File: src/fpga_sys_config.svh
// widths of the host bus, RAM and APB side
// address map of the peripheral regions

`ifndef FPGA_SYS_CONFIG_SVH
`define FPGA_SYS_CONFIG_SVH

// host bus and data widths
`define FS_HALF_W 11
`define FS_ADDR_W 22
`define FS_DATA_W 8
`define FS_RAM_AW 12
`define FS_PADDR_W 16

// address map, compared against the upper system address bits
`define FS_GPIO0_PAGE 16
`define FS_GPIO1_PAGE 17
`define FS_APB_BANK 1

`endif

File: src/fpga_sys_pkg.sv
// vector types for addresses and data
// state encoding of the APB requester

`include "fpga_sys_config.svh"

package fpga_sys_pkg;

	// row or column half of the multiplexed address
	typedef logic [`FS_HALF_W-1:0] half_addr_t;

	// full system address, row above column
	typedef logic [`FS_ADDR_W-1:0] sys_addr_t;

	typedef logic [`FS_DATA_W-1:0] data_t;

	// scratch RAM index
	typedef logic [`FS_RAM_AW-1:0] ram_addr_t;

	typedef logic [`FS_PADDR_W-1:0] paddr_t;

	typedef enum logic [1:0] {
		apb_idle,
		apb_setup,
		apb_access,
		apb_served
	} apb_state_t;

endpackage

File: src/sys_bus_if.sv
// internal system bus between front end, decoder and targets
`timescale 1ns/1ps

interface sys_bus_if;

	fpga_sys_pkg::sys_addr_t addr;
	fpga_sys_pkg::data_t wdata;
	logic we;
	// column phase of a host access
	logic active;

	modport front (output addr, output wdata, output we, output active);

	modport decode (input addr, input wdata, input we, input active);

	// targets qualify with their own select
	modport target (input addr, input wdata, input we);

endinterface

File: src/bus_front.sv
// host bus front end
// input registers, row latch and system address assembly
`timescale 1ns/1ps

module bus_front (
	input  logic                     clk,
	input  logic                     reset,
	input  fpga_sys_pkg::half_addr_t addr,
	input  logic                     bus_en,
	input  logic                     n_nren,
	input  logic                     n_cas,
	input  logic                     n_we,
	input  fpga_sys_pkg::data_t      wdata,
	sys_bus_if.front                 bus
);

	fpga_sys_pkg::half_addr_t addr_r;
	fpga_sys_pkg::half_addr_t row_addr;
	fpga_sys_pkg::data_t wdata_r;
	logic bus_en_r;
	logic n_nren_r;
	logic n_cas_r;
	logic n_we_r;
	logic prev_n_nren;

	// strobes idle high
	always_ff @(posedge clk) begin
		if (reset) begin
			bus_en_r <= 1'b0;
			n_nren_r <= 1'b1;
			n_cas_r <= 1'b1;
			n_we_r <= 1'b1;
			prev_n_nren <= 1'b1;
		end else begin
			bus_en_r <= bus_en;
			n_nren_r <= n_nren;
			n_cas_r <= n_cas;
			n_we_r <= n_we;
			prev_n_nren <= n_nren_r;
		end
	end

	always_ff @(posedge clk) begin
		addr_r <= addr;
		wdata_r <= wdata;
		// row is on the pins when n_nren goes low
		if (!n_nren_r && prev_n_nren)
			row_addr <= addr_r;
	end

	assign bus.addr = {row_addr, addr_r};
	assign bus.wdata = wdata_r;
	assign bus.we = !n_we_r;
	assign bus.active = !n_cas_r && !n_nren_r && bus_en_r;

endmodule

File: src/flat_wrapper.sv
// flat-port wrapper written by rule: the top's interface ports become plain ports
module bus_front_flat 
  (clk, reset, addr, bus_en, n_nren, n_cas, n_we, wdata, bus_addr, bus_wdata, bus_we, bus_active);
  sys_bus_if bus_i ();
  input  logic clk;
  input  logic reset;
  input  fpga_sys_pkg::half_addr_t addr;
  input  logic bus_en;
  input  logic n_nren;
  input  logic n_cas;
  input  logic n_we;
  input  fpga_sys_pkg::data_t wdata;
  output wire logic [$bits(bus_i.addr)-1:0] bus_addr;
  output wire logic [$bits(bus_i.wdata)-1:0] bus_wdata;
  output wire logic [$bits(bus_i.we)-1:0] bus_we;
  output wire logic [$bits(bus_i.active)-1:0] bus_active;
  assign bus_addr = bus_i.addr;
  assign bus_wdata = bus_i.wdata;
  assign bus_we = bus_i.we;
  assign bus_active = bus_i.active;
  bus_front u_core (.clk(clk), .reset(reset), .addr(addr), .bus_en(bus_en), .n_nren(n_nren), .n_cas(n_cas), .n_we(n_we), .wdata(wdata), .bus(bus_i));
endmodule
File: config.mk
export PLATFORM = sky130hd
export DESIGN_NAME = bus_front_flat
export DESIGN_NICKNAME = d
export VERILOG_FILES = /design/src/fpga_sys_pkg.sv /design/src/sys_bus_if.sv /design/src/bus_front.sv /design/src/flat_wrapper.sv
export VERILOG_INCLUDE_DIRS = /design/src /design/src/src
export SDC_FILE = /design/constraint.sdc
export NUM_CORES = 1
export LEC_CHECK = 0
export BUFFER_PORTS_ARGS = -buffer_cell sky130_fd_sc_hd__buf_2
export CORE_MARGIN = 2
export CORE_UTILIZATION = 45
export CTS_BUF_LIST = sky130_fd_sc_hd__clkbuf_4 sky130_fd_sc_hd__clkbuf_8
export CTS_CLUSTER_SIZE = 24
export DETAILED_ROUTE_END_ITERATION = 7
export PLACE_DENSITY = 0.91
export SYNTH_ARGS = -nofsm -noshare
export SYNTH_HDL_FRONTEND = slang
export SYNTH_SLANG_ARGS = --single-unit
File: constraint.sdc
create_clock -name clk -period 3.7 [get_ports clk]
set_input_delay 0.185 -clock clk [delete_from_list [all_inputs] [get_ports clk]]
set_output_delay 0.185 -clock clk [all_outputs]
set_load 0.1 [all_outputs]
==> results_dict.tcl <==
set metrics [dict create \
    status "finished, final reports clean" \
    grt_max_degree 12 \
    peakVddDrop_uv 400 \
    dieArea_um2 2280 \
    synth_cells 43 \
    detail_route.first_pass.iterations 4 \
    top_layer_used "met4" \
    period_minus_slack_ns 1.50 \
    synth-compound-area-share_pct 0 \
    n_antenna_cell 0 \
    cts_tree "built" \
    routed_via_density 4.40 \
    drtIter0Drc 11 \
    p_seq_share_pct 48.3 \
    nNetsFinal 150 \
    intPower_w 0.000609 \
    rrSetupSlack_ns 2.28 \
    cts_root_buffer "clkbuf_4" \
    die_h_um 47.7 \
    rsz0062_at_grt "false" \
    numCtsBuffers 5 \
    pin_count 57 \
    end_kind "output port" \
    wirelength_mm 2.37 \
    setup_viol 0 \
    wl_met2_mm 1.27 \
    avgSynthCellArea_um2 20.0 \
    crit_path_end "bus_active" \
    ys_top_cells_by_area "dfxtp_1, edfxtp_1, or2_1" \
    crit_path_max_fanout 3 \
    antenna_found_initial 0 \
    grt_overflow 0 \
    r2r_end "u_core.row_addr[10]" \
    synthXorXnorAreaFrac_pct 0 \
    start_kind "register" \
    cts_buffer_depth 2 \
    core_um2 1760 \
    p_leak_nw 0.675 \
    synthMuxAreaShare_pct 0 \
    h-tree-depth 2 \
    slew_viol_final 0 \
    wl_met1_um 843 \
    final_area_um2 1450 \
    rows 15 \
    place.gp.congestion 0.621 \
    tns_ns 0 \
    ys_seq_elements 35 \
    hold_path_class "input port to register" \
    max_slew_margin_pct 38.4 \
    power_switching_w 0.000268 \
    power.total_w 0.000877 \
    num_vias 665 \
    ant_nets 0 \
    synth_top_family_by_area "simple AND/OR/NAND/NOR gates" \
    maxCapViolCount 0 \
    fin_skew_ns 0.0118 \
    power.share.clock_pct 32.2 \
    critical_path_class "register to output port" \
    r2r_cells 1 \
    placedInstanceArea_um2 1170 \
    syn_nets 68 \
    yosysTopAreaCell "dfxtp_1" \
    remaining_drc_errors 0 \
    tightestPinTransition_ns 0.923 \
    io_buffers 56 \
    grt_pass1_wl_mm 3.33 \
    combPwrFrac_pct 19.6 \
    crit_required_ns 3.51 \
    clkSinkCount 35 \
    timing.rr.start "u_core.prev_n_nren" \
    netlist_area_um2 860 \
    ys_types 6 \
    clock_latency_ns 0.33 \
    wire_per_inst_um 15.7 \
    yosys.area_share.simple_pct 5.24 \
    yosysSeqAreaShare_pct 94.3 \
    initial_core_util_pct 48.7 \
    cp.arrival_ns 1.32 \
    finalCritPeriodShare_pct 40.6 \
    layout-drive-gt1-share_pct 50.8 \
    synthAdderAreaFrac_pct 0 \
    max_clock_freq_mhz 665 \
    powerDensity_nw_per_um2 606 \
    hold_viol 0 \
    die_w_um 47.7 \
    grtUsageTotal_pct 23.8 \
    met3_length_um 217 \
    crit_start "u_core.n_nren_r" \
    ys_warn_count 0 \
    clk_pin_slew_ns 0.11 \
    switching_share_pct 30.5 \
    grt_pass1_vias 686 \
    synthToLayoutAreaGrowth_pct 68.4 \
    synth_top_area_share_pct 55.9 \
]
## Yosys cell counts
library cell and n:
dfxtp_1 24, edfxtp_1 11, inv_1 1, nor2b_1 2, nor3b_1 1, or2_1 4
## placed cells by master (no fill, tap or decap)
cell,count
or2_1,4
edfxtp_1,11
clkbuf_8,1
nor3b_1,1
dfxtp_1,24
nor2b_1,2
dlygate4sd3_1,19
inv_1,1
bufinv_16,1
clkinv_2,1
buf_2,56
clkbuf_4,5
## metrics by stage
step	cells	utilization (%)	worst slack [ns]	hold WS, ns
after floorplan	43	-	1.01	0.213
after global placement	124	66.4	2.39	0.287
final	151	82.1	2.20	0.0288
after global routing	151	82.1	2.07	0.0126
after CTS	151	82.1	2.18	0.0143
after detailed placement	124	66.4	2.32	0.289
## sequential cells by signal (all words and copies together) (netlist names)
| signal | cells |
|---|---|
| u_core.addr_r | 11 |
| u_core.bus.wdata | 8 |
| u_core.bus_en_r | 1 |
| u_core.n_cas_r | 1 |
| u_core.n_nren_r | 1 |
| u_core.n_we_r | 1 |
| u_core.prev_n_nren | 1 |
| u_core.row_addr | 11 |
## cell type report
| cell class | instances | area, µm² |
|---|---|---|
| Clock buffer | 6 | 51.3 |
| Sequential cell | 35 | 811 |
| Clock inverter | 2 | 35.0 |
| Inverter | 1 | 3.75 |
| Tap cell | 25 | 31.3 |
| Fill cell | 109 | 317 |
| Multi-Input combinational cell | 7 | 45.0 |
| Timing Repair Buffer | 75 | 470 |
## cell families (layout without fill, tap and decap cells)
| kind of cell | Yosys count | in the layout |
|---|---|---|
| buffers and inverters | 1 | 84 |
| DFF | 35 | 35 |
| and+or+nand+nor | 7 | 7 |
## power by group through the flow
stage	sequential, W	clock (W)	combinational [W]
after floorplan	0.000545	0	0.00000903
after global placement	0.000429	0	0.000153
after detailed placement	0.000431	0	0.000154
after CTS	0.000422	0.000288	0.000170
after global routing	0.000425	0.000304	0.000177
final	0.000423	0.000282	0.000172
## per-layer routing
layer	vias to the layer above	GRT usage, %
li1	305	-
met1	311	25.3
met2	45	40.0
met3	4	11.3
met4	0	10.8
met5	-	0
## repair_timing
item,4_1_cts,5_1_grt
hold buffers,19,0
gates resized for setup,0,0
endpoints found under the hold margin,19,0
buffers inserted,0,0
endpoints found under the setup margin,0,0
## worst min path at each step
stage / from / end / slack [ns] / cells after the start
global route: n_we / u_core.n_we_r / 0.01 / 2
global placement: addr[1] / u_core.addr_r[1] / 0.29 / 1
detailed placement: wdata[6] / u_core.bus.wdata[6] / 0.29 / 1
finish: n_nren / u_core.n_nren_r / 0.03 / 2
floorplan: addr[0] / u_core.addr_r[0] / 0.21 / 0
CTS: n_nren / u_core.n_nren_r / 0.01 / 2
## critical path, stage by stage, from the launching register on
cell	delay, ns
dfxtp_1	0.34
nor3b_1	0.20
buf_2	0.46
Power figures use the tool's default switching activity.
