## src/fpga_sys_config.svh

```systemverilog
// widths of the host bus, RAM and APB side
// address map of the peripheral regions

`ifndef FPGA_SYS_CONFIG_SVH
`define FPGA_SYS_CONFIG_SVH

// host bus and data widths
`define FS_HALF_W 11
`define FS_ADDR_W 22
`define FS_DATA_W 8
`define FS_RAM_AW 12
`define FS_PADDR_W 16

// address map, compared against the upper system address bits
`define FS_GPIO0_PAGE 16
`define FS_GPIO1_PAGE 17
`define FS_APB_BANK 1

`endif

```

## src/fpga_sys_pkg.sv

```systemverilog
// vector types for addresses and data
// state encoding of the APB requester

`include "fpga_sys_config.svh"

package fpga_sys_pkg;

	// row or column half of the multiplexed address
	typedef logic [`FS_HALF_W-1:0] half_addr_t;

	// full system address, row above column
	typedef logic [`FS_ADDR_W-1:0] sys_addr_t;

	typedef logic [`FS_DATA_W-1:0] data_t;

	// scratch RAM index
	typedef logic [`FS_RAM_AW-1:0] ram_addr_t;

	typedef logic [`FS_PADDR_W-1:0] paddr_t;

	typedef enum logic [1:0] {
		apb_idle,
		apb_setup,
		apb_access,
		apb_served
	} apb_state_t;

endpackage

```

## src/sys_bus_if.sv

```systemverilog
// internal system bus between front end, decoder and targets
`timescale 1ns/1ps

interface sys_bus_if;

	fpga_sys_pkg::sys_addr_t addr;
	fpga_sys_pkg::data_t wdata;
	logic we;
	// column phase of a host access
	logic active;

	modport front (output addr, output wdata, output we, output active);

	modport decode (input addr, input wdata, input we, input active);

	// targets qualify with their own select
	modport target (input addr, input wdata, input we);

endinterface

```

## src/addr_decode.sv

```systemverilog
// address decoder with registered region selects
// read data mux and host wait generation
`timescale 1ns/1ps
`include "fpga_sys_config.svh"

module addr_decode (
	input  logic                clk,
	input  logic                reset,
	sys_bus_if.decode           bus,
	input  fpga_sys_pkg::data_t ram_rdata,
	input  fpga_sys_pkg::data_t gpio0_rdata,
	input  fpga_sys_pkg::data_t gpio1_rdata,
	input  fpga_sys_pkg::data_t apb_rdata,
	input  logic                apb_done,
	output logic                ram_sel,
	output logic                gpio0_sel,
	output logic                gpio1_sel,
	output logic                apb_sel,
	output fpga_sys_pkg::data_t rdata,
	output logic                n_wait
);

	fpga_sys_pkg::half_addr_t page;
	logic [`FS_ADDR_W-`FS_PADDR_W-1:0] bank;
	logic ram_hit;
	logic gpio0_hit;
	logic gpio1_hit;
	logic apb_hit;

	//////////////////////////////
	// region compare
	//////////////////////////////

	assign page = bus.addr[`FS_ADDR_W-1:`FS_HALF_W];
	assign bank = bus.addr[`FS_ADDR_W-1:`FS_PADDR_W];

	assign ram_hit = bus.active && (bus.addr[`FS_ADDR_W-1:`FS_RAM_AW] == '0);
	assign gpio0_hit = bus.active && (page == fpga_sys_pkg::half_addr_t'(`FS_GPIO0_PAGE));
	assign gpio1_hit = bus.active && (page == fpga_sys_pkg::half_addr_t'(`FS_GPIO1_PAGE));
	assign apb_hit = bus.active && (bank == ($bits(bank))'(`FS_APB_BANK));

	always_ff @(posedge clk) begin
		if (reset) begin
			ram_sel <= 1'b0;
			gpio0_sel <= 1'b0;
			gpio1_sel <= 1'b0;
			apb_sel <= 1'b0;
		end else begin
			ram_sel <= ram_hit;
			gpio0_sel <= gpio0_hit;
			gpio1_sel <= gpio1_hit;
			apb_sel <= apb_hit;
		end
	end

	//////////////////////////////
	// host return path
	//////////////////////////////

	// unmapped reads give zero
	assign rdata = (ram_hit ? ram_rdata : '0) |
		(gpio0_hit ? gpio0_rdata : '0) |
		(gpio1_hit ? gpio1_rdata : '0) |
		(apb_hit ? apb_rdata : '0);

	// only the APB region stretches the access
	assign n_wait = !(apb_hit && !apb_done);

endmodule

```

## src/flat_wrapper.sv

```systemverilog
// flat-port wrapper written by rule: the top's interface ports become plain ports
module addr_decode_flat 
  (clk, reset, ram_rdata, gpio0_rdata, gpio1_rdata, apb_rdata, apb_done, ram_sel, gpio0_sel, gpio1_sel, apb_sel, rdata, n_wait, bus_addr, bus_wdata, bus_we, bus_active);
  sys_bus_if bus_i ();
  input  logic clk;
  input  logic reset;
  input  fpga_sys_pkg::data_t ram_rdata;
  input  fpga_sys_pkg::data_t gpio0_rdata;
  input  fpga_sys_pkg::data_t gpio1_rdata;
  input  fpga_sys_pkg::data_t apb_rdata;
  input  logic apb_done;
  output logic ram_sel;
  output logic gpio0_sel;
  output logic gpio1_sel;
  output logic apb_sel;
  output fpga_sys_pkg::data_t rdata;
  output logic n_wait;
  input wire logic [$bits(bus_i.addr)-1:0] bus_addr;
  input wire logic [$bits(bus_i.wdata)-1:0] bus_wdata;
  input wire logic [$bits(bus_i.we)-1:0] bus_we;
  input wire logic [$bits(bus_i.active)-1:0] bus_active;
  assign bus_i.addr = bus_addr;
  assign bus_i.wdata = bus_wdata;
  assign bus_i.we = bus_we;
  assign bus_i.active = bus_active;
  addr_decode u_core (.clk(clk), .reset(reset), .bus(bus_i), .ram_rdata(ram_rdata), .gpio0_rdata(gpio0_rdata), .gpio1_rdata(gpio1_rdata), .apb_rdata(apb_rdata), .apb_done(apb_done), .ram_sel(ram_sel), .gpio0_sel(gpio0_sel), .gpio1_sel(gpio1_sel), .apb_sel(apb_sel), .rdata(rdata), .n_wait(n_wait));
endmodule
```

## config.mk

```make
export PLATFORM = sky130hd
export DESIGN_NAME = addr_decode_flat
export DESIGN_NICKNAME = d
export VERILOG_FILES = /design/src/fpga_sys_pkg.sv /design/src/sys_bus_if.sv /design/src/addr_decode.sv /design/src/flat_wrapper.sv
export VERILOG_INCLUDE_DIRS = /design/src /design/src/src
export SDC_FILE = /design/constraint.sdc
export NUM_CORES = 1
export LEC_CHECK = 0
export BUFFER_PORTS_ARGS = -buffer_cell sky130_fd_sc_hd__buf_4
export CAP_MARGIN = 0
export CORE_MARGIN = 2
export CORE_UTILIZATION = 27
export CTS_CLUSTER_SIZE = 28
export DETAILED_ROUTE_END_ITERATION = 6
export PLACE_DENSITY = 0.86
export SYNTH_ARGS = -nofsm -noshare
export SYNTH_HDL_FRONTEND = slang
export SYNTH_SLANG_ARGS = --single-unit
```

## constraint.sdc

```tcl
create_clock -name clk -period 3.25 [get_ports clk]
set_input_delay 0.65 -clock clk [delete_from_list [all_inputs] [get_ports clk]]
set_output_delay 0.65 -clock clk [all_outputs]
set_load 0.005 [all_outputs]
```

==> reports/qor.yml <==
hp-class: "in -> reg"
combinationalPowerShare_pct: 38.4
vias_per_cell: 5.04
clk_pin_slew_worst_paths_ns: 0.04
cts-htree-levels: 1
wirelength_mm: 1.70
rsz0062_at_grt: "false"
io_pins: 80
gp_congestion: 0.668
p_int_uw: 136
powerDensity_mw_per_mm2: 201
syn_nets: 129
area_delta_synth_final_pct: 111
dp_hpwl_mm: 1.35
cts_buffer_depth: 2
drive_gt1_share_pct: 55.5
final_core_util_pct: 59.9
syn_area_um2: 423
worst_pin_slew_ns: 0.321
ys.flop_type: "dfxtp_1"
final_common_cell: "buf_4"
dr.first_iter.drc_count: 44
hold_violations: 0
syn_area_per_cell_um2: 6.82
wl_per_cell_um: 12.6
vias: 681
fp.dieW_um: 43.6
grt_pass1_vias: 643
place.port_buffers: 59
cts_setup_buffers: 0
grt_max_degree: 21
start_util_pct: 28.4
ys_warn_count: 0
numCtsBuffers: 3
clock_power_share_pct: 34.1
die_area_mm2: 0.00190
grt_overflow: 0
synth-edff-count: 0
p_switching_uw: 43.2
dieHeight_um: 43.6
path_max_fanout: 11
place_ws_ns: 0.627
fin_nets: 188
cp-end-kind: "primary output"
leakage_uw: 0.000452
grt_use_total_pct: 18.6
fill_cells: 144
min_period_ns: 2.65
setup_ws_ns: 0.604
worstPathRequired_ns: 2.60
arrival_ns: 2.00
status: "finished clean"
drv_slew: 0
clock_sinks: 4
worstSetupPathType: "in -> out"
cts-root-buf: "clkbuf_4"
setup_violations: 0
finalPower_uw: 179
cts_hold_buf: 0
dr.pass1.iters: 6
async_flop_share_pct: 0
syn_inst: 62
finalCritPeriodShare_pct: 81.4
startpoint_type: "input pin"
fmax_mhz: 378
yosysSeqAreaShare_pct: 18.9
coreArea_mm2: 0.00149
max_cap_viol_count: 0
p_seq_share_pct: 27.5
synth_cell_types: 18
slew_headroom_pct: 78.4
antenna_found_initial: 0
rows: 14
cts_tree: "done"
grt_pass1_wl_mm: 2.73
n_antenna_cell: 0
post_cts_resized: 0
sw_frac_of_total_pct: 24.1
synth-seq-cells: 4
ir_drop_v: 0.0000858
drc_errors: 0
final_cell_mix: "60 x buf_4, 9 x nor2_1, 8 x inv_1, 8 x nand3_1, 8 x o21ai_0"
finalSetupTns_ns: 0
ant_nets: 0
-- synthesized netlist by cell type, types with 2 or more instances --
| cell type | number | share of area [%] |
|---|---|---|
| a222oi_1 | 7 | 17 |
| nand3_1 | 8 | 9.5 |
| nor2_1 | 9 | 8.0 |
| nand2_1 | 2 | 1.8 |
| dfxtp_1 | 4 | 19 |
| inv_1 | 8 | 7.1 |
| clkbuf_1 | 5 | 4.4 |
| or3b_1 | 2 | 4.1 |
| o21ai_0 | 8 | 9.5 |
-- routing by layer --
layer,vias to the layer above,GRT usage [%],part of all wire (%)
li1,346,-,-
met1,290,24.1,38
met2,45,30.9,51
met3,0,3.75,11
met4,0,5.45,0
met5,-,0,0
-- layout make-up --
cell class	count	area, um^2	share of cell area (%)
Clock buffer	3	22.5	2.52
Inverter	8	30.0	3.37
Multi-Input combinational cell	44	289	32.4
Sequential cell	4	80.1	8.98
Tap cell	16	20.0	2.24
Timing Repair Buffer	60	450	50.5
-- cells by family (layout without fill, tap and decap cells) --
group,Yosys count,count (layout),share of synthesized area (%)
buffers and inverters,14,71,12.7
AO/OA/AOI/OAI,17,17,29.0
flip-flops,4,4,18.9
AND/OR/NAND/NOR,27,27,39.4
-- final timing paths --
kind	startpoint	endpoint	slack (ns)	cells past startpoint
worst max-delay path	bus_addr[16]	rdata[6]	0.60	7
worst min-delay path	reset	u_core.apb_sel	0.60	2
-- power by group through the flow --
stage	logic, uW	registers [uW]	clock network, uW
after floorplan	21.2	50.2	0
after CTS	69.2	49.4	62.0
final	68.8	49.4	61.1
after global routing	75.4	49.4	64.2
after detailed placement	69.0	50.2	0
after global placement	67.6	50.2	0
-- state kept, by name, summed over array words and instances, names as in the netlist --
register	cells
u_core.ram_sel	1
u_core.gpio1_sel	1
u_core.gpio0_sel	1
u_core.apb_sel	1
-- worst max-delay path: stages --
cell and delay [ns]:
buf_4 0.16, nor4_4 0.24, buf_4 0.21, and3b_1 0.37, nand2_1 0.09, a21oi_1 0.14
buf_4 0.13
-- metrics by stage --
| step | cells | area (um^2) | hold slack, ns |
|---|---|---|---|
| floorplan | 62 | 423 | 0.726 |
| global placement | 132 | 870 | 0.826 |
| detailed placement | 132 | 870 | 0.838 |
| CTS | 135 | 892 | 0.595 |
| global route | 135 | 892 | 0.604 |
| finish | 135 | 892 | 0.600 |
(Power assumes the default switching activity.)
