File: config.mk
export PLATFORM = sky130hd
export DESIGN_NAME = apb_bridge_flat
export DESIGN_NICKNAME = d
export VERILOG_FILES = /design/src/fpga_sys_pkg.sv /design/src/sys_bus_if.sv /design/src/apb_bridge.sv /design/src/flat_wrapper.sv
export VERILOG_INCLUDE_DIRS = /design/src /design/src/src
export SDC_FILE = /design/constraint.sdc
export NUM_CORES = 1
export LEC_CHECK = 0
export BUFFER_PORTS_ARGS = -buffer_cell sky130_fd_sc_hd__clkbuf_2
export CORE_UTILIZATION = 41
export DETAILED_ROUTE_END_ITERATION = 8
export PLACE_DENSITY = 0.78
export SYNTH_ARGS = -nofsm -noshare
export SYNTH_HDL_FRONTEND = slang
export SYNTH_SLANG_ARGS = --single-unit
File: constraint.sdc
create_clock -name clk -period 2.1 [get_ports clk]
set_clock_uncertainty 0.15 [all_clocks]
set_input_delay 0.105 -clock clk [delete_from_list [all_inputs] [get_ports clk]]
set_output_delay 0.105 -clock clk [all_outputs]
set_load 0.01 [all_outputs]
File: src/fpga_sys_config.svh
// widths of the host bus, RAM and APB side
// address map of the peripheral regions

`ifndef FPGA_SYS_CONFIG_SVH
`define FPGA_SYS_CONFIG_SVH

// host bus and data widths
`define FS_HALF_W 11
`define FS_ADDR_W 22
`define FS_DATA_W 8
`define FS_RAM_AW 12
`define FS_PADDR_W 16

// address map, compared against the upper system address bits
`define FS_GPIO0_PAGE 16
`define FS_GPIO1_PAGE 17
`define FS_APB_BANK 1

`endif

File: src/fpga_sys_pkg.sv
// vector types for addresses and data
// state encoding of the APB requester

`include "fpga_sys_config.svh"

package fpga_sys_pkg;

	// row or column half of the multiplexed address
	typedef logic [`FS_HALF_W-1:0] half_addr_t;

	// full system address, row above column
	typedef logic [`FS_ADDR_W-1:0] sys_addr_t;

	typedef logic [`FS_DATA_W-1:0] data_t;

	// scratch RAM index
	typedef logic [`FS_RAM_AW-1:0] ram_addr_t;

	typedef logic [`FS_PADDR_W-1:0] paddr_t;

	typedef enum logic [1:0] {
		apb_idle,
		apb_setup,
		apb_access,
		apb_served
	} apb_state_t;

endpackage

File: src/sys_bus_if.sv
// internal system bus between front end, decoder and targets
`timescale 1ns/1ps

interface sys_bus_if;

	fpga_sys_pkg::sys_addr_t addr;
	fpga_sys_pkg::data_t wdata;
	logic we;
	// column phase of a host access
	logic active;

	modport front (output addr, output wdata, output we, output active);

	modport decode (input addr, input wdata, input we, input active);

	// targets qualify with their own select
	modport target (input addr, input wdata, input we);

endinterface

File: src/apb_bridge.sv
// APB requester, one transfer per held host access
// served state keeps done up until the select drops
`timescale 1ns/1ps
`include "fpga_sys_config.svh"

module apb_bridge (
	input  logic                 clk,
	input  logic                 reset,
	input  logic                 sel,
	sys_bus_if.target            bus,
	input  fpga_sys_pkg::data_t  prdata,
	input  logic                 pready,
	output fpga_sys_pkg::paddr_t paddr,
	output logic                 psel,
	output logic                 penable,
	output logic                 pwrite,
	output fpga_sys_pkg::data_t  pwdata,
	output fpga_sys_pkg::data_t  rdata,
	output logic                 done
);

	fpga_sys_pkg::apb_state_t state;
	fpga_sys_pkg::data_t rdata_r;
	logic xfer_end;

	assign xfer_end = (state == fpga_sys_pkg::apb_access) && pready;

	always_ff @(posedge clk) begin
		if (reset) begin
			state <= fpga_sys_pkg::apb_idle;
		end else begin
			case (state)
				fpga_sys_pkg::apb_idle:
					if (sel)
						state <= fpga_sys_pkg::apb_setup;
				fpga_sys_pkg::apb_setup:
					state <= fpga_sys_pkg::apb_access;
				fpga_sys_pkg::apb_access:
					if (pready)
						state <= fpga_sys_pkg::apb_served;
				// wait for the host to end the access
				default:
					if (!sel)
						state <= fpga_sys_pkg::apb_idle;
			endcase
		end
	end

	//////////////////////////////
	// transfer payload
	//////////////////////////////

	// captured once, held through wait states
	always_ff @(posedge clk) begin
		if (state == fpga_sys_pkg::apb_idle && sel) begin
			paddr <= bus.addr[`FS_PADDR_W-1:0];
			pwdata <= bus.wdata;
			pwrite <= bus.we;
		end
		if (xfer_end)
			rdata_r <= prdata;
	end

	assign psel = (state == fpga_sys_pkg::apb_setup) || (state == fpga_sys_pkg::apb_access);
	assign penable = (state == fpga_sys_pkg::apb_access);
	assign done = xfer_end || (state == fpga_sys_pkg::apb_served);
	assign rdata = xfer_end ? prdata : rdata_r;

endmodule

File: src/flat_wrapper.sv
// flat-port wrapper written by rule: the top's interface ports become plain ports
module apb_bridge_flat 
  (clk, reset, sel, prdata, pready, paddr, psel, penable, pwrite, pwdata, rdata, done, bus_addr, bus_wdata, bus_we);
  sys_bus_if bus_i ();
  input  logic clk;
  input  logic reset;
  input  logic sel;
  input  fpga_sys_pkg::data_t prdata;
  input  logic pready;
  output fpga_sys_pkg::paddr_t paddr;
  output logic psel;
  output logic penable;
  output logic pwrite;
  output fpga_sys_pkg::data_t pwdata;
  output fpga_sys_pkg::data_t rdata;
  output logic done;
  input wire logic [$bits(bus_i.addr)-1:0] bus_addr;
  input wire logic [$bits(bus_i.wdata)-1:0] bus_wdata;
  input wire logic [$bits(bus_i.we)-1:0] bus_we;
  assign bus_i.addr = bus_addr;
  assign bus_i.wdata = bus_wdata;
  assign bus_i.we = bus_we;
  apb_bridge u_core (.clk(clk), .reset(reset), .sel(sel), .bus(bus_i), .prdata(prdata), .pready(pready), .paddr(paddr), .psel(psel), .penable(penable), .pwrite(pwrite), .pwdata(pwdata), .rdata(rdata), .done(done));
endmodule
==> metrics.txt, run 1 <==
chip height 56.30 um; hold_sp pready; root buffer cell clkbuf_4; reg-to-reg startpoint u_core.state[0]; Slew HR 79.73%; outcome finished clean; GP Congestion 0.6198; Yosys reg bits 35; Chip Width 56.30 um; first-pass GRT wire length 4422 um; Core Util, Final 73.68%; top-level port count 79; drt wl/cell 13.33 um; Final Slew Violations 0; CTS tree yes; Placement Cell Area 1615 um^2; Seq/Total Area, Yosys 78.67%; I/O Buffers 72; Clock Path Buffers 2; die area 3169 um^2; CP max FO 9; GRT Util Overall 19.31%; antenna cells 0; cts bufs inserted 5; DP Worst Slack 307.5 ps; drt pass-1 iters 4; crit path capture type output port; Worst Slack Setup Final 117.7 ps; core region area 2781 um^2; post-DR vias/cell 4.597; post-synthesis net count 112; RR Endpoint u_core.state[0]; post-synthesis area per instance 18.89 um^2; worst r2r path cells 5; final setup violating endpoints 0; ANT nets after route 0; CP required 1850 ps; layout cells sized above 1 50.56%; setup_tns 0 ps; max cap viols 0; min-delay worst type in2reg; hold path depth 4; Starting DRT DRC Count 39; endpoints failing hold 0; Tmin final 1982 ps; CP arrival 1730 ps; vias in the first global route 948; R2R setup slack 370 ps; Worst-Margin Slew 304.1 ps; VDD IR max 0.9366 mV; Core Rows 19; GRT Residual Overflow 0; Area growth syn-to-layout 69.57%; routed via count 970; Post-Syn Instances 64; Max H-tree Level 2; synth unique cells 15; unrepaired setup endpoints after global routing no; Skew-Pair Late Insertion Delay 320 ps; Leakage 0.9484 nW; starting density of the core 43.45%; multi-input logic area 254.0 um^2; total number of yosys warnings 0; Routed WL 2813 um; fillers 189; pwr/cell area 1139 nW/um^2; Tcrit/Tclk final 94.39%; Critical Path Start Type flip-flop; nets 227; WS Path Type reg2out; Cell Area, Synth 1209 um^2; WHS Endpoint u_core.state[1]; clk sinks 35; DRC violations left 0; clk slew on worst S/H paths 100 ps; largest net degree at the start of global routing 26; highest clock rate 0.5045 GHz; initial antenna violation count 0; fin area 2049 um^2; HPWL Detailed 1665 um; Register Area 950.9 um^2
==> cell type report <==
cell class                      count  share of cell area, %
Timing Repair Buffer              108                  35.04
Multi-Input combinational cell     26                  12.39
Tap cell                           31                  1.893
Inverter                            3                 0.5494
Sequential cell                    35                  46.40
Clock buffer                        5                  1.831
Clock inverter                      3                  1.893
==> state kept, by name (all words and copies together), names as in the netlist <==
register and count:
u_core.paddr 16, u_core.pwdata 8, u_core.pwrite 1, u_core.rdata_r 8
u_core.state 2
==> critical path, stage by stage, from the launching register on <==
cell and delay, ps:
dfxtp_1 370, inv_1 100, ha_1 270, nand2_4 150, mux2_2 360, clkbuf_2 130
==> cell usage after synthesis <==
| master | instances | area share [%] |
|---|---|---|
| edfxtp_1 | 25 | 62 |
| dfxtp_1 | 10 | 17 |
| mux2_2 | 8 | 7.5 |
| ha_1 | 5 | 5.2 |
| inv_1 | 3 | 0.93 |
| nand2b_1 | 3 | 1.6 |
| nor2_1 | 2 | 0.62 |
| a221oi_2 | 1 | 1.2 |
| and2_1 | 1 | 0.52 |
| mux2_1 | 1 | 0.93 |
| mux2i_1 | 1 | 0.83 |
| nand2_1 | 1 | 0.31 |
| nor2b_1 | 1 | 0.52 |
| nor3_1 | 1 | 0.41 |
| nor3_2 | 1 | 0.83 |
==> routing by layer <==
layer / share of wire, % / global-route usage (%) / wire, um / vias up
met4: 2.6 / 10.45 / 74 / 0
met1: 37 / 19.72 / 1048 / 437
li1: - / - / - / 461
met3: 8.9 / 6.912 / 249 / 9
met5: 0 / 0 / 0 / -
met2: 51 / 34.18 / 1440 / 63
==> power by group <==
group / switching (mW) / internal [mW] / total, mW
combinational: 0.438 / 0.383 / 0.821
sequential: 0.0700 / 0.987 / 1.06
clock: 0.212 / 0.245 / 0.457
total: 0.720 / 1.61 / 2.33
==> repair_timing <==
item                                    in CTS  in global routing
resized for setup                            1                  1
endpoints found under the hold margin       35                  0
endpoints found under the setup margin       8                  8
buffers inserted                             0                  0
hold buffers                                35                  0
==> per-stage QoR <==
stage               instances  hold WS, ps  power (mW)
finish                    211        39.64       2.335
global route              211        40.04       2.470
CTS                       211        14.63       2.338
detailed placement        168        133.9       1.824
global placement          168        133.0       1.792
floorplan                  64        53.87       1.513
==> how the worst max path moves through the flow <==
stage,startpoint,to,slack (ps)
2_1_floorplan,u_core.state[0],u_core.paddr[0],280
3_3_place_gp,u_core.state[0],rdata[6],350
3_5_place_dp,u_core.state[0],rdata[6],310
4_1_cts,u_core.state[0],rdata[6],50
5_1_grt,u_core.state[0],rdata[6],2
6_report,u_core.state[0],rdata[4],120
==> cell families (layout without fill, tap and decap cells) <==
kind of cell,after synthesis,in the layout,synth area share (%)
AOI/OAI and AO/OA,1,1,1.242
DFF,35,35,78.67
muxes,10,10,9.214
and+or+nand+nor,10,10,4.762
adders and majority gates,5,5,5.176
buffers and inverters,3,119,0.9316
==> placed cells by master (no fill, tap or decap) <==
cell and n:
mux2_1 1, clkbuf_4 5, mux2_2 8, mux2i_1 1
nand2_4 1, nand2b_1 3, edfxtp_1 25, nor2_1 2
nor3_1 1, nor2b_1 1, inv_1 3, clkinv_1 1
dfxtp_1 10, clkinv_2 1, nor3_2 1, bufinv_16 1
dlygate4sd3_1 35, clkbuf_2 72, buf_4 1, and2_1 1
ha_1 5, a221oi_2 1
(Power assumes the default switching activity.)
==> inputs of run 2 (changes only) <==
--- a/config.mk
+++ b/config.mk
@@ -7,9 +7,9 @@
 export NUM_CORES = 1
 export LEC_CHECK = 0
 export BUFFER_PORTS_ARGS = -buffer_cell sky130_fd_sc_hd__clkbuf_2
-export CORE_UTILIZATION = 41
+export CORE_UTILIZATION = 36
 export DETAILED_ROUTE_END_ITERATION = 8
-export PLACE_DENSITY = 0.78
+export PLACE_DENSITY = 0.7
 export SYNTH_ARGS = -nofsm -noshare
 export SYNTH_HDL_FRONTEND = slang
 export SYNTH_SLANG_ARGS = --single-unit
==> metrics.txt, run 2 (synthesis results as in run 1) <==
outcome finished clean; Tcrit/Tclk final 94.19%; Final Power 2.326 mW; antenna cells 0; Largest regs u_core.paddr x16, u_core.pwdata x8, u_core.rdata_r x8; drt wl/cell 11.99 um; Critical Path Start Type flip-flop; Core Rows 20; most frequent cells in the layout 72 x clkbuf_2, 35 x dlygate4sd3_1, 25 x edfxtp_1, 9 x dfxtp_1, 8 x mux2_2; sw frac 30.47%; Clock Path Buffers 2; starting density of the core 38.64%; DRC violations left 0; clk slew on worst S/H paths 100 ps; Comb power frac 35.5%; GRT Util Overall 15.37%; clock share of power 19.3%; Max H-tree Level 2; largest net degree at the start of global routing 26; first-pass GRT wire length 3815 um; pwr/cell area 1125 nW/um^2; root buffer cell clkbuf_4; share of total power in sequential cells 45.3%; Setup Fix Bufs, Post-CTS 0; endpoints failing hold 0; Area growth syn-to-layout 71.01%; fillers 229; Chip Width 59.94 um; most common cell after layout, fill and taps aside clkbuf_2; layout cells sized above 1 51.11%; nets 227; GP Congestion 0.6034; Skew-Pair Late Insertion Delay 320 ps; Worst-Margin Slew 329.0 ps; chip height 59.94 um; Starting DRT DRC Count 20; Sw Pwr 0.7088 mW; max cap viols 0; GRT Residual Overflow 0; CP arrival 1720 ps; unrepaired setup endpoints after global routing no; drt pass-1 iters 4; cts bufs inserted 5; Leakage 0.9487 nW; ANT nets after route 0; highest clock rate 0.5056 GHz; final setup violating endpoints 0; Slew HR 78.07%; top-level port count 79; routed via count 934; Final Slew Violations 0; die area 3593 um^2; VDD IR max 0.7204 mV; Core Util, Final 66.08%; clk sinks 35; Biggest register u_core.paddr; I/O Buffers 72; min-delay worst type in2reg; Routed WL 2685 um; CP max FO 9; core region area 3128 um^2; CTS tree yes; setup_tns 0 ps; cell-internal power 1.617 mW; Tmin final 1978 ps; post-DR vias/cell 4.170; DP Worst Slack 335.3 ps; WS Path Type reg2out; vias in the first global route 917; CP required 1850 ps; HPWL Detailed 1666 um; flip-flop count of the largest register after layout 16; crit path capture type output port; Worst Slack Setup Final 122.1 ps; initial antenna violation count 0
-- run 2: changes by cell type in the layout (fill, tap and decap cells not counted) --
cell and delta:
dfxtp_2 +1, dfxtp_1 -1
-- run 2: worst max-delay path: stages (launching register included) --
cell      delay (ps)
dfxtp_2          360
inv_1             90
ha_1             290
nand2_4          160
mux2_2           370
clkbuf_2         130
-- run 2: routing by layer --
metal | share of wire (%) | vias to the layer above | track usage [%] | wire, um
met5 | 0 | - | 0 | 0
met4 | 0.37 | 0 | 5.980 | 10
met3 | 10 | 2 | 7.359 | 274
met2 | 53 | 61 | 29.21 | 1425
met1 | 36 | 407 | 13.66 | 973
li1 | - | 464 | - | -
-- run 2: area by class of cell --
class	count	area (um^2)	area share, %
multi-input combinational	26	254.0	12.29
inverter	3	11.26	0.5448
sequential	35	952.2	46.07
clock buffer	5	37.54	1.816
timing repair buffer	108	718.2	34.75
tap	44	55.05	2.663
clock inverter	3	38.79	1.877
-- run 2: metrics by stage --
step / hold slack (ps) / std cells / instance area, um^2
after floorplan: 53.87 / 64 / 1209
after CTS: 2.969 / 224 / 2061
after global placement: 132.2 / 181 / 1632
after global routing: 49.91 / 224 / 2067
after detailed placement: 133.7 / 181 / 1632
final: 69.53 / 224 / 2067
-- run 2: what timing repair did --
action                                  4_1_cts  5_1_grt
hold buffers                                 35        0
resized for setup                             1        2
endpoints found under the setup margin        8        8
hold endpoints to repair                     35        0
-- run 2: power groups by stage --
stage | registers [mW] | logic [mW] | clock network [mW]
final | 1.05 | 0.825 | 0.448
after global routing | 1.08 | 0.898 | 0.496
after global placement | 1.06 | 0.737 | 0
after detailed placement | 1.07 | 0.754 | 0
after CTS | 1.05 | 0.811 | 0.474
after floorplan | 1.12 | 0.397 | 0
-- run 2: final timing paths --
check	from	to	slack [ps]	depth (start not counted)
max	u_core.state[0]	rdata[4]	120	5
min	pready	u_core.state[1]	70	4
max reg2reg	u_core.state[0]	u_core.state[0]	290	5
min reg2reg	u_core.rdata_r[1]	u_core.rdata_r[1]	330	1
