==> src/fpga_sys_config.svh <==
// widths of the host bus, RAM and APB side
// address map of the peripheral regions

`ifndef FPGA_SYS_CONFIG_SVH
`define FPGA_SYS_CONFIG_SVH

// host bus and data widths
`define FS_HALF_W 11
`define FS_ADDR_W 22
`define FS_DATA_W 8
`define FS_RAM_AW 12
`define FS_PADDR_W 16

// address map, compared against the upper system address bits
`define FS_GPIO0_PAGE 16
`define FS_GPIO1_PAGE 17
`define FS_APB_BANK 1

`endif

==> src/fpga_sys_pkg.sv <==
// vector types for addresses and data
// state encoding of the APB requester

`include "fpga_sys_config.svh"

package fpga_sys_pkg;

	// row or column half of the multiplexed address
	typedef logic [`FS_HALF_W-1:0] half_addr_t;

	// full system address, row above column
	typedef logic [`FS_ADDR_W-1:0] sys_addr_t;

	typedef logic [`FS_DATA_W-1:0] data_t;

	// scratch RAM index
	typedef logic [`FS_RAM_AW-1:0] ram_addr_t;

	typedef logic [`FS_PADDR_W-1:0] paddr_t;

	typedef enum logic [1:0] {
		apb_idle,
		apb_setup,
		apb_access,
		apb_served
	} apb_state_t;

endpackage

==> src/sys_bus_if.sv <==
// internal system bus between front end, decoder and targets
`timescale 1ns/1ps

interface sys_bus_if;

	fpga_sys_pkg::sys_addr_t addr;
	fpga_sys_pkg::data_t wdata;
	logic we;
	// column phase of a host access
	logic active;

	modport front (output addr, output wdata, output we, output active);

	modport decode (input addr, input wdata, input we, input active);

	// targets qualify with their own select
	modport target (input addr, input wdata, input we);

endinterface

==> src/gpio_port.sv <==
// one 8-bit GPIO port
// output register and two-stage input sampling
`timescale 1ns/1ps

module gpio_port (
	input  logic                clk,
	input  logic                reset,
	input  logic                sel,
	sys_bus_if.target           bus,
	input  fpga_sys_pkg::data_t input_pins,
	output fpga_sys_pkg::data_t output_pins,
	output fpga_sys_pkg::data_t rdata
);

	fpga_sys_pkg::data_t in_meta;

	always_ff @(posedge clk) begin
		if (reset)
			output_pins <= '0;
		else if (sel && bus.we)
			output_pins <= bus.wdata;
	end

	// pins are asynchronous to clk
	always_ff @(posedge clk) begin
		in_meta <= input_pins;
		rdata <= in_meta;
	end

endmodule

==> src/flat_wrapper.sv <==
// flat-port wrapper written by rule: the top's interface ports become plain ports
module gpio_port_flat 
  (clk, reset, sel, input_pins, output_pins, rdata, bus_addr, bus_wdata, bus_we);
  sys_bus_if bus_i ();
  input  logic clk;
  input  logic reset;
  input  logic sel;
  input  fpga_sys_pkg::data_t input_pins;
  output fpga_sys_pkg::data_t output_pins;
  output fpga_sys_pkg::data_t rdata;
  input wire logic [$bits(bus_i.addr)-1:0] bus_addr;
  input wire logic [$bits(bus_i.wdata)-1:0] bus_wdata;
  input wire logic [$bits(bus_i.we)-1:0] bus_we;
  assign bus_i.addr = bus_addr;
  assign bus_i.wdata = bus_wdata;
  assign bus_i.we = bus_we;
  gpio_port u_core (.clk(clk), .reset(reset), .sel(sel), .bus(bus_i), .input_pins(input_pins), .output_pins(output_pins), .rdata(rdata));
endmodule
==> config.mk <==
export PLATFORM = sky130hd
export DESIGN_NAME = gpio_port_flat
export DESIGN_NICKNAME = d
export VERILOG_FILES = /design/src/fpga_sys_pkg.sv /design/src/sys_bus_if.sv /design/src/gpio_port.sv /design/src/flat_wrapper.sv
export VERILOG_INCLUDE_DIRS = /design/src /design/src/src
export SDC_FILE = /design/constraint.sdc
export NUM_CORES = 1
export LEC_CHECK = 0
export BUFFER_PORTS_ARGS = -buffer_cell sky130_fd_sc_hd__buf_2
export CAP_MARGIN = 0
export CORE_MARGIN = 2
export CORE_UTILIZATION = 38
export CTS_CLUSTER_DIAMETER = 40
export DETAILED_ROUTE_END_ITERATION = 7
export GPL_TIMING_DRIVEN = 0
export HOLD_SLACK_MARGIN = 0.05
export PLACE_DENSITY_LB_ADDON = 0.12
export SETUP_SLACK_MARGIN = 0.5
export SYNTH_ARGS = -nofsm -noshare
export SYNTH_HDL_FRONTEND = slang
export SYNTH_SLANG_ARGS = --single-unit
==> constraint.sdc <==
create_clock -name clk -period 1.7 [get_ports clk]
set_clock_uncertainty 0.05 [all_clocks]
set_input_delay 0.085 -clock clk [delete_from_list [all_inputs] [get_ports clk]]
set_output_delay 0.085 -clock clk [all_outputs]
set_load 0.1 [all_outputs]
==> flow_metrics.env, run 1 <==
export IMPL_synth_xor_area_share=0
export IMPL_ioPinCount=58
export IMPL_min_from="reset"
export IMPL_relSlewSlack=0.751
export IMPL_rsz0062_at_grt="false"
export IMPL_cts_root_buf="clkbuf_4"
export IMPL_syn_num_nets=95
export IMPL_grt_max_degree=15
export IMPL_place_area_um2=888
export IMPL_synth_top_area_frac=0.699
export IMPL_die_x_um=46.5
export IMPL_synth_top_family_by_area="compound AO/OA/AOI/OAI gates"
export IMPL_final_cell_mix="buf_2, dlygate4sd3_1, dfxtp_1, buf_4"
export IMPL_cts_tree="built"
export IMPL_status="complete, no violations"
export IMPL_rr_startpoint="u_core.output_pins[5]"
export IMPL_areaGrowthSynthToFinish_pct=67.6
export IMPL_cts_made_buffers=3
export IMPL_slowest_stage="dfxtp_1"
export IMPL_drc_errors=0
export IMPL_fillers=137
export IMPL_ys_ff_latch=24
export IMPL_fp_dieH_um=46.5
export IMPL_clock_latency_ns=0.30
export IMPL_grt_overflow=0
export IMPL_clock_sinks=24
export IMPL_critical_path_startpoint_type="register"
export IMPL_vias=552
export IMPL_io_buffers=32
export IMPL_cp_arrival_ns=0.95
export IMPL_clockBufferDepth=2
export IMPL_vdd_drop_max_v=0.00100
export IMPL_grt_pass1_wl_um=2040
export IMPL_yosys_area_top_type="dfxtp_1"
export IMPL_syn_area_um2=687
export IMPL_fin_crit_ns=1.08
export IMPL_fin_crit_sh=0.636
export IMPL_wire_per_inst_um=10.5
export IMPL_pwr_density_cell_mw_per_mm2=1090
export IMPL_synth_simple_area_share=0.0583
export IMPL_via_per_inst=4.21
export IMPL_synth_area_per_cell_um2=13.0
export IMPL_p_total_mw=1.25
export IMPL_cp_end_kind="output pin"
export IMPL_crit_path_max_incr_delay_ns=0.33
export IMPL_place_inst=110
export IMPL_seq_area_frac_synth=0.699
export IMPL_grt_pass1_vias=506
export IMPL_grt_use_total=0.133
export IMPL_ys_warnings_count=0
export IMPL_fp_coreArea_mm2=0.00171
export IMPL_detailed_place_hpwl_um=867
export IMPL_gp_congestion=0.685
export IMPL_layout_drive_gt1_share=0.481
export IMPL_antenna_found_initial=0
export IMPL_path_buf_inv=1
export IMPL_row_count=15
export IMPL_synthMuxAreaShare=0
export IMPL_tightest_slew_ns=0.373
export IMPL_htreeDepth=1
export IMPL_cp_max_fo=1
export IMPL_hold_path_class="input pin to register"
export IMPL_startpoint="u_core.rdata[3]"
export IMPL_finalNetCount=149
export IMPL_seq_area_um2=490
export IMPL_synthAdderAreaFrac=0
export IMPL_initial_core_util=0.402
export IMPL_fmax_mhz=925
export IMPL_ant_nets=0
export IMPL_multi_input_area_um2=160
export IMPL_hold_viol=0
export IMPL_ys_types=9
export IMPL_cap_violations=0
export IMPL_antenna_cells=0
export IMPL_synth_area_leaders="dfxtp_1, a21bo_1, a21oi_1"
export IMPL_crit_type="register to output pin"
export IMPL_syn_inst=53
export IMPL_setup_viol=0
export IMPL_fin_setup_tns_ns=0
export IMPL_drt_iter0_markers=9
export IMPL_clkTransAtPathRegs_ns=0.13
export IMPL_stdcell_area_mm2=0.00115
export IMPL_first_pass_iters=4
export IMPL_cp_data_required_time_ns=1.56
export IMPL_routed_wl_um=1380
export IMPL_synth_compound_area_share=0.175
export IMPL_p_leak_nw=0.521
export IMPL_cp_cell_sequence="clkbuf_4"
export IMPL_final_cells=131
export IMPL_die_area_mm2=0.00216
export IMPL_slew_viol_final=0
export IMPL_critical_path_top_delay_family="flip-flops"
-- cell type report --
class / instances / share of cell area
Timing Repair Buffer: 49 / 0.322
Sequential cell: 24 / 0.426
Tap cell: 25 / 0.0272
Clock buffer: 3 / 0.0196
Buffer: 5 / 0.0402
Multi-Input combinational cell: 24 / 0.139
Clock inverter: 1 / 0.0261
-- worst paths after layout --
path	endpoint	slack, ns	cells after the start
max reg2reg	u_core.output_pins[5]	0.90	2
min reg2reg	u_core.rdata[0]	0.29	0
max	rdata[3]	0.62	1
min	u_core.output_pins[4]	0.09	2
-- where the power goes --
part           switching, mW  internal [mW]
Sequential           0.00807          0.593
Clock                  0.161          0.238
Combinational          0.173         0.0814
-- registers in the layout, summed over array words and instances, names as in the netlist --
signal	cells
u_core.output_pins	8
u_core.rdata	8
u_core.in_meta	8
-- per-layer routing --
layer	global-route usage	share of wire	wire, um
met1	0.155	0.44	611
met2	0.247	0.50	691
met3	0.0235	0.053	73
met4	0.0343	0	0
met5	0	0	0
-- kinds of logic after synthesis --
family,after synthesis
flops,24
buf+inv,5
simple gates,8
compound gates,16
-- cells in the mapped netlist --
master and n:
buf_6 2, nand3_1 8, buf_2 1, a21bo_1 5, a21bo_2 3, dfxtp_1 24, buf_1 1, buf_8 1
a21oi_1 8
-- stage by stage --
step,util,hold slack [ns],setup slack (ns)
after CTS,0.668,0.0551,0.502
final,0.674,0.0905,0.619
after detailed placement,0.520,0.139,0.841
after global routing,0.674,0.0828,0.556
after floorplan,-,0.0627,0.554
after global placement,0.520,0.138,0.846
-- repair_timing --
item / CTS / global route
gates resized for setup: 12 / 4
setup endpoints to repair: 12 / 4
buffers inserted: 0 / 0
hold buffers: 17 / 0
hold endpoints to repair: 16 / 0
(Power assumes the default switching activity.)
==> run 2: changes to the inputs <==
Settings changed: CORE_UTILIZATION 38 to 36.
Clock period 1.7 ns to 1 ns, I/O delays scaled along.
==> run 2 against run 1 <==
The run now ends with hold timing left; critical path type unchanged; die area up 5.1%; largest cell class unchanged; setup slack worse by 0.59 ns; cell count down 11%; critical endpoint is now output_pins[2]; power up 53%; global-route usage about the same; combinational power up 91%; hold slack worse by 0.30 ns.
==> flow_metrics.env, run 2 (same netlist as run 1, synthesis figures left out) <==
export IMPL_hold_viol=13
export IMPL_r2r_end="u_core.output_pins[2]"
export IMPL_cp_end_kind="output pin"
export IMPL_p_leak_nw=0.522
export IMPL_antenna_found_initial=0
export IMPL_via_per_inst=4.45
export IMPL_fp_coreArea_mm2=0.00176
export IMPL_r2r_slack_ns=0.18
export IMPL_final_common_cell="buf_2"
export IMPL_drt_iter0_markers=1
export IMPL_cp_data_required_time_ns=0.90
export IMPL_row_count=15
export IMPL_fillers=138
export IMPL_vias=521
export IMPL_cp_arrival_ns=0.87
export IMPL_seq_area_um2=541
export IMPL_p_clk_frac=0.217
export IMPL_ant_nets=0
export IMPL_grt_overflow=0
export IMPL_cts_tree="built"
export IMPL_grt_pass1_vias=479
export IMPL_finalNetCount=135
export IMPL_setup_viol=0
export IMPL_htreeDepth=1
export IMPL_grt_busiest_layer="met2"
export IMPL_fin_crit_sh=0.966
export IMPL_vdd_drop_max_v=0.00104
export IMPL_holdPathStages=1
export IMPL_cts_root_buf="clkbuf_4"
export IMPL_grt_pass1_wl_um=1970
export IMPL_first_pass_iters=2
export IMPL_p_comb_frac=0.252
export IMPL_switchingPower_uw=596
export IMPL_final_cell_mix="buf_2, buf_12, dfxtp_4, nand3_1, dfxtp_1"
export IMPL_clock_sinks=24
export IMPL_fmax_mhz=1040
export IMPL_die_area_mm2=0.00227
export IMPL_internal_power_mw=1.32
export IMPL_initial_core_util=0.389
export IMPL_critical_path_cell_count=1
export IMPL_cp_cell_sequence="buf_12"
export IMPL_tightest_slew_ns=0.479
export IMPL_ioPinCount=58
export IMPL_slowest_stage="dfxtp_4"
export IMPL_critical_path_top_delay_family="flip-flops"
export IMPL_clkTransAtPathRegs_ns=0.13
export IMPL_use_met3=0.0528
export IMPL_utilization=0.721
export IMPL_fp_dieH_um=47.7
export IMPL_antenna_cells=0
export IMPL_post_cts_setup_buffer_count=0
export IMPL_grt_met1_usage=0.154
export IMPL_grt_max_degree=14
export IMPL_slew_viol_final=0
export IMPL_crit_end="output_pins[2]"
export IMPL_whs_ns=-0.214
export IMPL_place_inst=110
export IMPL_gp_congestion=0.628
export IMPL_rsz0062_at_grt="true"
export IMPL_grtUsageMet2=0.205
export IMPL_top_regs="u_core.in_meta x8, u_core.output_pins x8, u_core.rdata x8"
export IMPL_grt_use_total=0.133
export IMPL_clock_latency_ns=0.31
export IMPL_crit_path_max_incr_delay_ns=0.38
export IMPL_detailed_place_hpwl_um=883
export IMPL_pwr_density_cell_mw_per_mm2=1510
export IMPL_violations="hold timing"
export IMPL_io_buffers=32
export IMPL_seqPwrFrac=0.530
export IMPL_relSlewSlack=0.681
export IMPL_clockBufferDepth=2
export IMPL_hold_path_class="input pin to register"
export IMPL_cts_made_buffers=3
export IMPL_fin_crit_ns=0.966
export IMPL_p_total_mw=1.92
export IMPL_layout_drive_gt1_share=0.685
export IMPL_wire_per_inst_um=11.7
export IMPL_areaGrowthSynthToFinish_pct=85.2
export IMPL_ff2ff_path_depth=2
export IMPL_multi_input_area_um2=198
export IMPL_drc_errors=0
export IMPL_path_buf_inv=1
export IMPL_p_sw_frac=0.311
export IMPL_die_x_um=47.7
export IMPL_final_cells=117
export IMPL_critical_path_startpoint_type="register"
export IMPL_cp_max_fo=2
export IMPL_routed_wl_um=1360
export IMPL_status="complete, but fails checks"
export IMPL_startpoint="u_core.output_pins[2]"
export IMPL_cap_violations=0
export IMPL_crit_type="register to output pin"
export IMPL_rr_startpoint="u_core.output_pins[2]"
-- run 2: metal layers --
layer  up-vias  share of wire
met5         -              0
li1        257              -
met1       238           0.41
met4         0          0.022
met3         5          0.062
met2        21           0.50
-- run 2: area by class of cell --
cell class              instances  share of cell area
flip-flops and latches         24               0.425
repair buffers                 35               0.338
multi-input cells              24               0.155
plain buffers                   5              0.0364
well taps                      25              0.0246
clock buffers                   3              0.0177
clock inverters                 1             0.00295
-- run 2: worst min path at each step --
stage,startpoint,end
final,input_pins[3],u_core.in_meta[3]
after global routing,input_pins[4],u_core.in_meta[4]
after CTS,input_pins[7],u_core.in_meta[7]
after detailed placement,input_pins[4],u_core.in_meta[4]
after global placement,input_pins[2],u_core.in_meta[2]
after floorplan,input_pins[0],u_core.in_meta[0]
-- run 2: what timing repair did --
item,CTS,global route
pin swaps,0,0
gates cloned,0,0
gates resized for setup,66,6
setup endpoints to repair,24,24
endpoints found under the hold margin,16,16
-- run 2: power by group through the flow --
stage	clock network, mW	registers (mW)	logic (mW)
floorplan	0	1.25	0.0602
global placement	0	1.02	0.362
detailed placement	0	1.02	0.364
CTS	0.432	1.02	0.466
global route	0.475	1.02	0.498
finish	0.417	1.02	0.484
-- run 2: through the flow --
step / instance area, um2 / TNS (ns) / hold slack [ns] / worst slack, ns
after floorplan: 747 / 0 / 0.0277 / 0.0153
after global placement: 938 / 0 / 0.103 / 0.165
after detailed placement: 938 / 0 / 0.104 / 0.161
after CTS: 1210 / 0 / -0.228 / 0.0248
after global routing: 1270 / -0.00629 / -0.236 / -0.00480
final: 1270 / 0 / -0.214 / 0.0339
==> run 3: changes to the inputs <==
Settings changed: PLACE_DENSITY set to 0.79, PLACE_DENSITY_LB_ADDON 0.12 to unset.
==> run 3 against run 2 <==
The flow still finishes with violations (hold timing); sequential power about the same; sequential share of layout area decreased by 0.37 points; setup slack improved by 0.0094 ns; combinational power about the same; wire length increased by 5.8%; largest power group unchanged.
==> flow_metrics.env, run 3 (same netlist as run 1, synthesis figures left out) <==
export IMPL_r2r_slack_ns=0.19
export IMPL_stdcell_area_mm2=0.00128
export IMPL_grt_max_degree=15
export IMPL_final_cells=116
export IMPL_hold_path_class="input pin to register"
export IMPL_antenna_found_initial=0
export IMPL_whs_ns=-0.214
export IMPL_drc_errors=0
export IMPL_grt_use_total=0.126
export IMPL_r2r_end="u_core.output_pins[3]"
export IMPL_cp_cell_sequence="buf_12"
export IMPL_finalNetCount=134
export IMPL_setup_viol=0
export IMPL_pwr_density_cell_mw_per_mm2=1690
export IMPL_vdd_drop_max_v=0.00163
export IMPL_wire_per_inst_um=12.4
export IMPL_drt_iter0_markers=1
export IMPL_io_buffers=32
export IMPL_clock_latency_ns=0.31
export IMPL_final_cell_mix="buf_2, buf_12, dfxtp_4, nand3_1, dfxtp_1"
export IMPL_vias=510
export IMPL_hold_viol=14
export IMPL_fin_crit_sh=0.957
export IMPL_utilization=0.728
export IMPL_place_area_um2=938
export IMPL_grt_pass1_wl_um=1910
export IMPL_ioPinCount=58
export IMPL_first_pass_iters=2
export IMPL_fp_coreArea_mm2=0.00176
export IMPL_rsz0062_at_grt="true"
export IMPL_final_common_cell="buf_2"
export IMPL_die_x_um=47.7
export IMPL_ant_nets=0
export IMPL_crit_end="rdata[5]"
export IMPL_p_leak_nw=0.527
export IMPL_via_per_inst=4.40
export IMPL_ff2ff_path_depth=2
export IMPL_startpoint="u_core.rdata[5]"
export IMPL_cts_root_buf="clkbuf_4"
export IMPL_die_area_mm2=0.00227
export IMPL_slowest_stage="dfxtp_4"
export IMPL_crit_type="register to output pin"
export IMPL_cp_max_fo=1
export IMPL_initial_core_util=0.389
export IMPL_critical_path_cell_count=1
export IMPL_cts_tree="built"
export IMPL_status="complete, but fails checks"
export IMPL_fp_dieH_um=47.7
export IMPL_rr_startpoint="u_core.output_pins[3]"
export IMPL_p_total_mw=2.17
export IMPL_critical_path_top_delay_family="flip-flops"
export IMPL_htreeDepth=1
export IMPL_routed_wl_um=1440
export IMPL_antenna_cells=0
export IMPL_relSlewSlack=0.630
export IMPL_clock_sinks=24
export IMPL_fin_setup_tns_ns=0
export IMPL_fmax_mhz=1050
export IMPL_grt_overflow=0
export IMPL_cap_violations=0
export IMPL_row_count=15
export IMPL_crit_path_max_incr_delay_ns=0.38
export IMPL_grt_pass1_vias=493
export IMPL_layout_drive_gt1_share=0.725
export IMPL_tightest_slew_ns=0.555
export IMPL_slew_viol_final=0
export IMPL_critical_path_startpoint_type="register"
export IMPL_fin_crit_ns=0.957
export IMPL_place_inst=110
export IMPL_areaGrowthSynthToFinish_pct=86.9
export IMPL_gp_congestion=0.653
export IMPL_clockBufferDepth=2
export IMPL_violations="hold timing"
export IMPL_clkTransAtPathRegs_ns=0.13
export IMPL_cts_made_buffers=3
export IMPL_path_buf_inv=1
export IMPL_cp_arrival_ns=0.86
export IMPL_top_regs="u_core.in_meta x8, u_core.output_pins x8, u_core.rdata x8"
export IMPL_cp_end_kind="output pin"
export IMPL_cp_data_required_time_ns=0.90
-- run 3: cell types whose count changed in the layout (fill, tap and decap cells not counted) --
| cell | previous run | this run |
|---|---|---|
| a21bo_2 | 0 | 2 |
| a21bo_4 | 3 | 1 |
| a21oi_1 | 3 | 1 |
| a21oi_2 | 5 | 7 |
| bufinv_16 | 0 | 1 |
| clkinv_1 | 1 | 0 |
| dlygate4sd3_1 | 3 | 2 |
-- run 3: area by class of cell --
cell class	count	area, um2
repair buffers	34	420
plain buffers	5	46.3
fillers	125	480
clock inverters	1	30.0
multi-input cells	24	193
well taps	25	31.3
flip-flops and latches	24	541
clock buffers	3	22.5
-- run 3: routing by layer --
| layer | vias up | GRT usage | share of wire |
|---|---|---|---|
| li1 | 255 | - | - |
| met5 | - | 0 | 0 |
| met3 | 2 | 0.0453 | 0.094 |
| met2 | 26 | 0.235 | 0.54 |
| met1 | 227 | 0.120 | 0.36 |
| met4 | 0 | 0.0649 | 0.0028 |
-- run 3: timing repair --
action                                  in CTS  in global routing
buffers inserted                             0                  0
endpoints found under the setup margin      24                 24
endpoints found under the hold margin       16                 16
resized for setup                           65                  7
-- run 3: where the power goes --
group          internal, mW  leakage [nW]  switching (mW)  total (mW)
combinational         0.186         0.290           0.296       0.483
sequential            0.985         0.209          0.0319        1.02
clock                 0.405        0.0279           0.265       0.670
-- run 3: through the flow --
step	setup slack [ns]	hold WS, ns
after floorplan	0.0153	0.0277
after global placement	0.166	0.103
after global routing	0.00525	-0.238
final	0.0432	-0.214
after detailed placement	0.166	0.104
after CTS	0.0353	-0.228
-- run 3: worst min path at each step --
stage | from | end | depth (start not counted)
6_report | input_pins[0] | u_core.in_meta[0] | 1
5_1_grt | input_pins[0] | u_core.in_meta[0] | 1
4_1_cts | input_pins[5] | u_core.in_meta[5] | 1
3_5_place_dp | input_pins[5] | u_core.in_meta[5] | 1
3_3_place_gp | input_pins[1] | u_core.in_meta[1] | 1
2_1_floorplan | input_pins[0] | u_core.in_meta[0] | 0
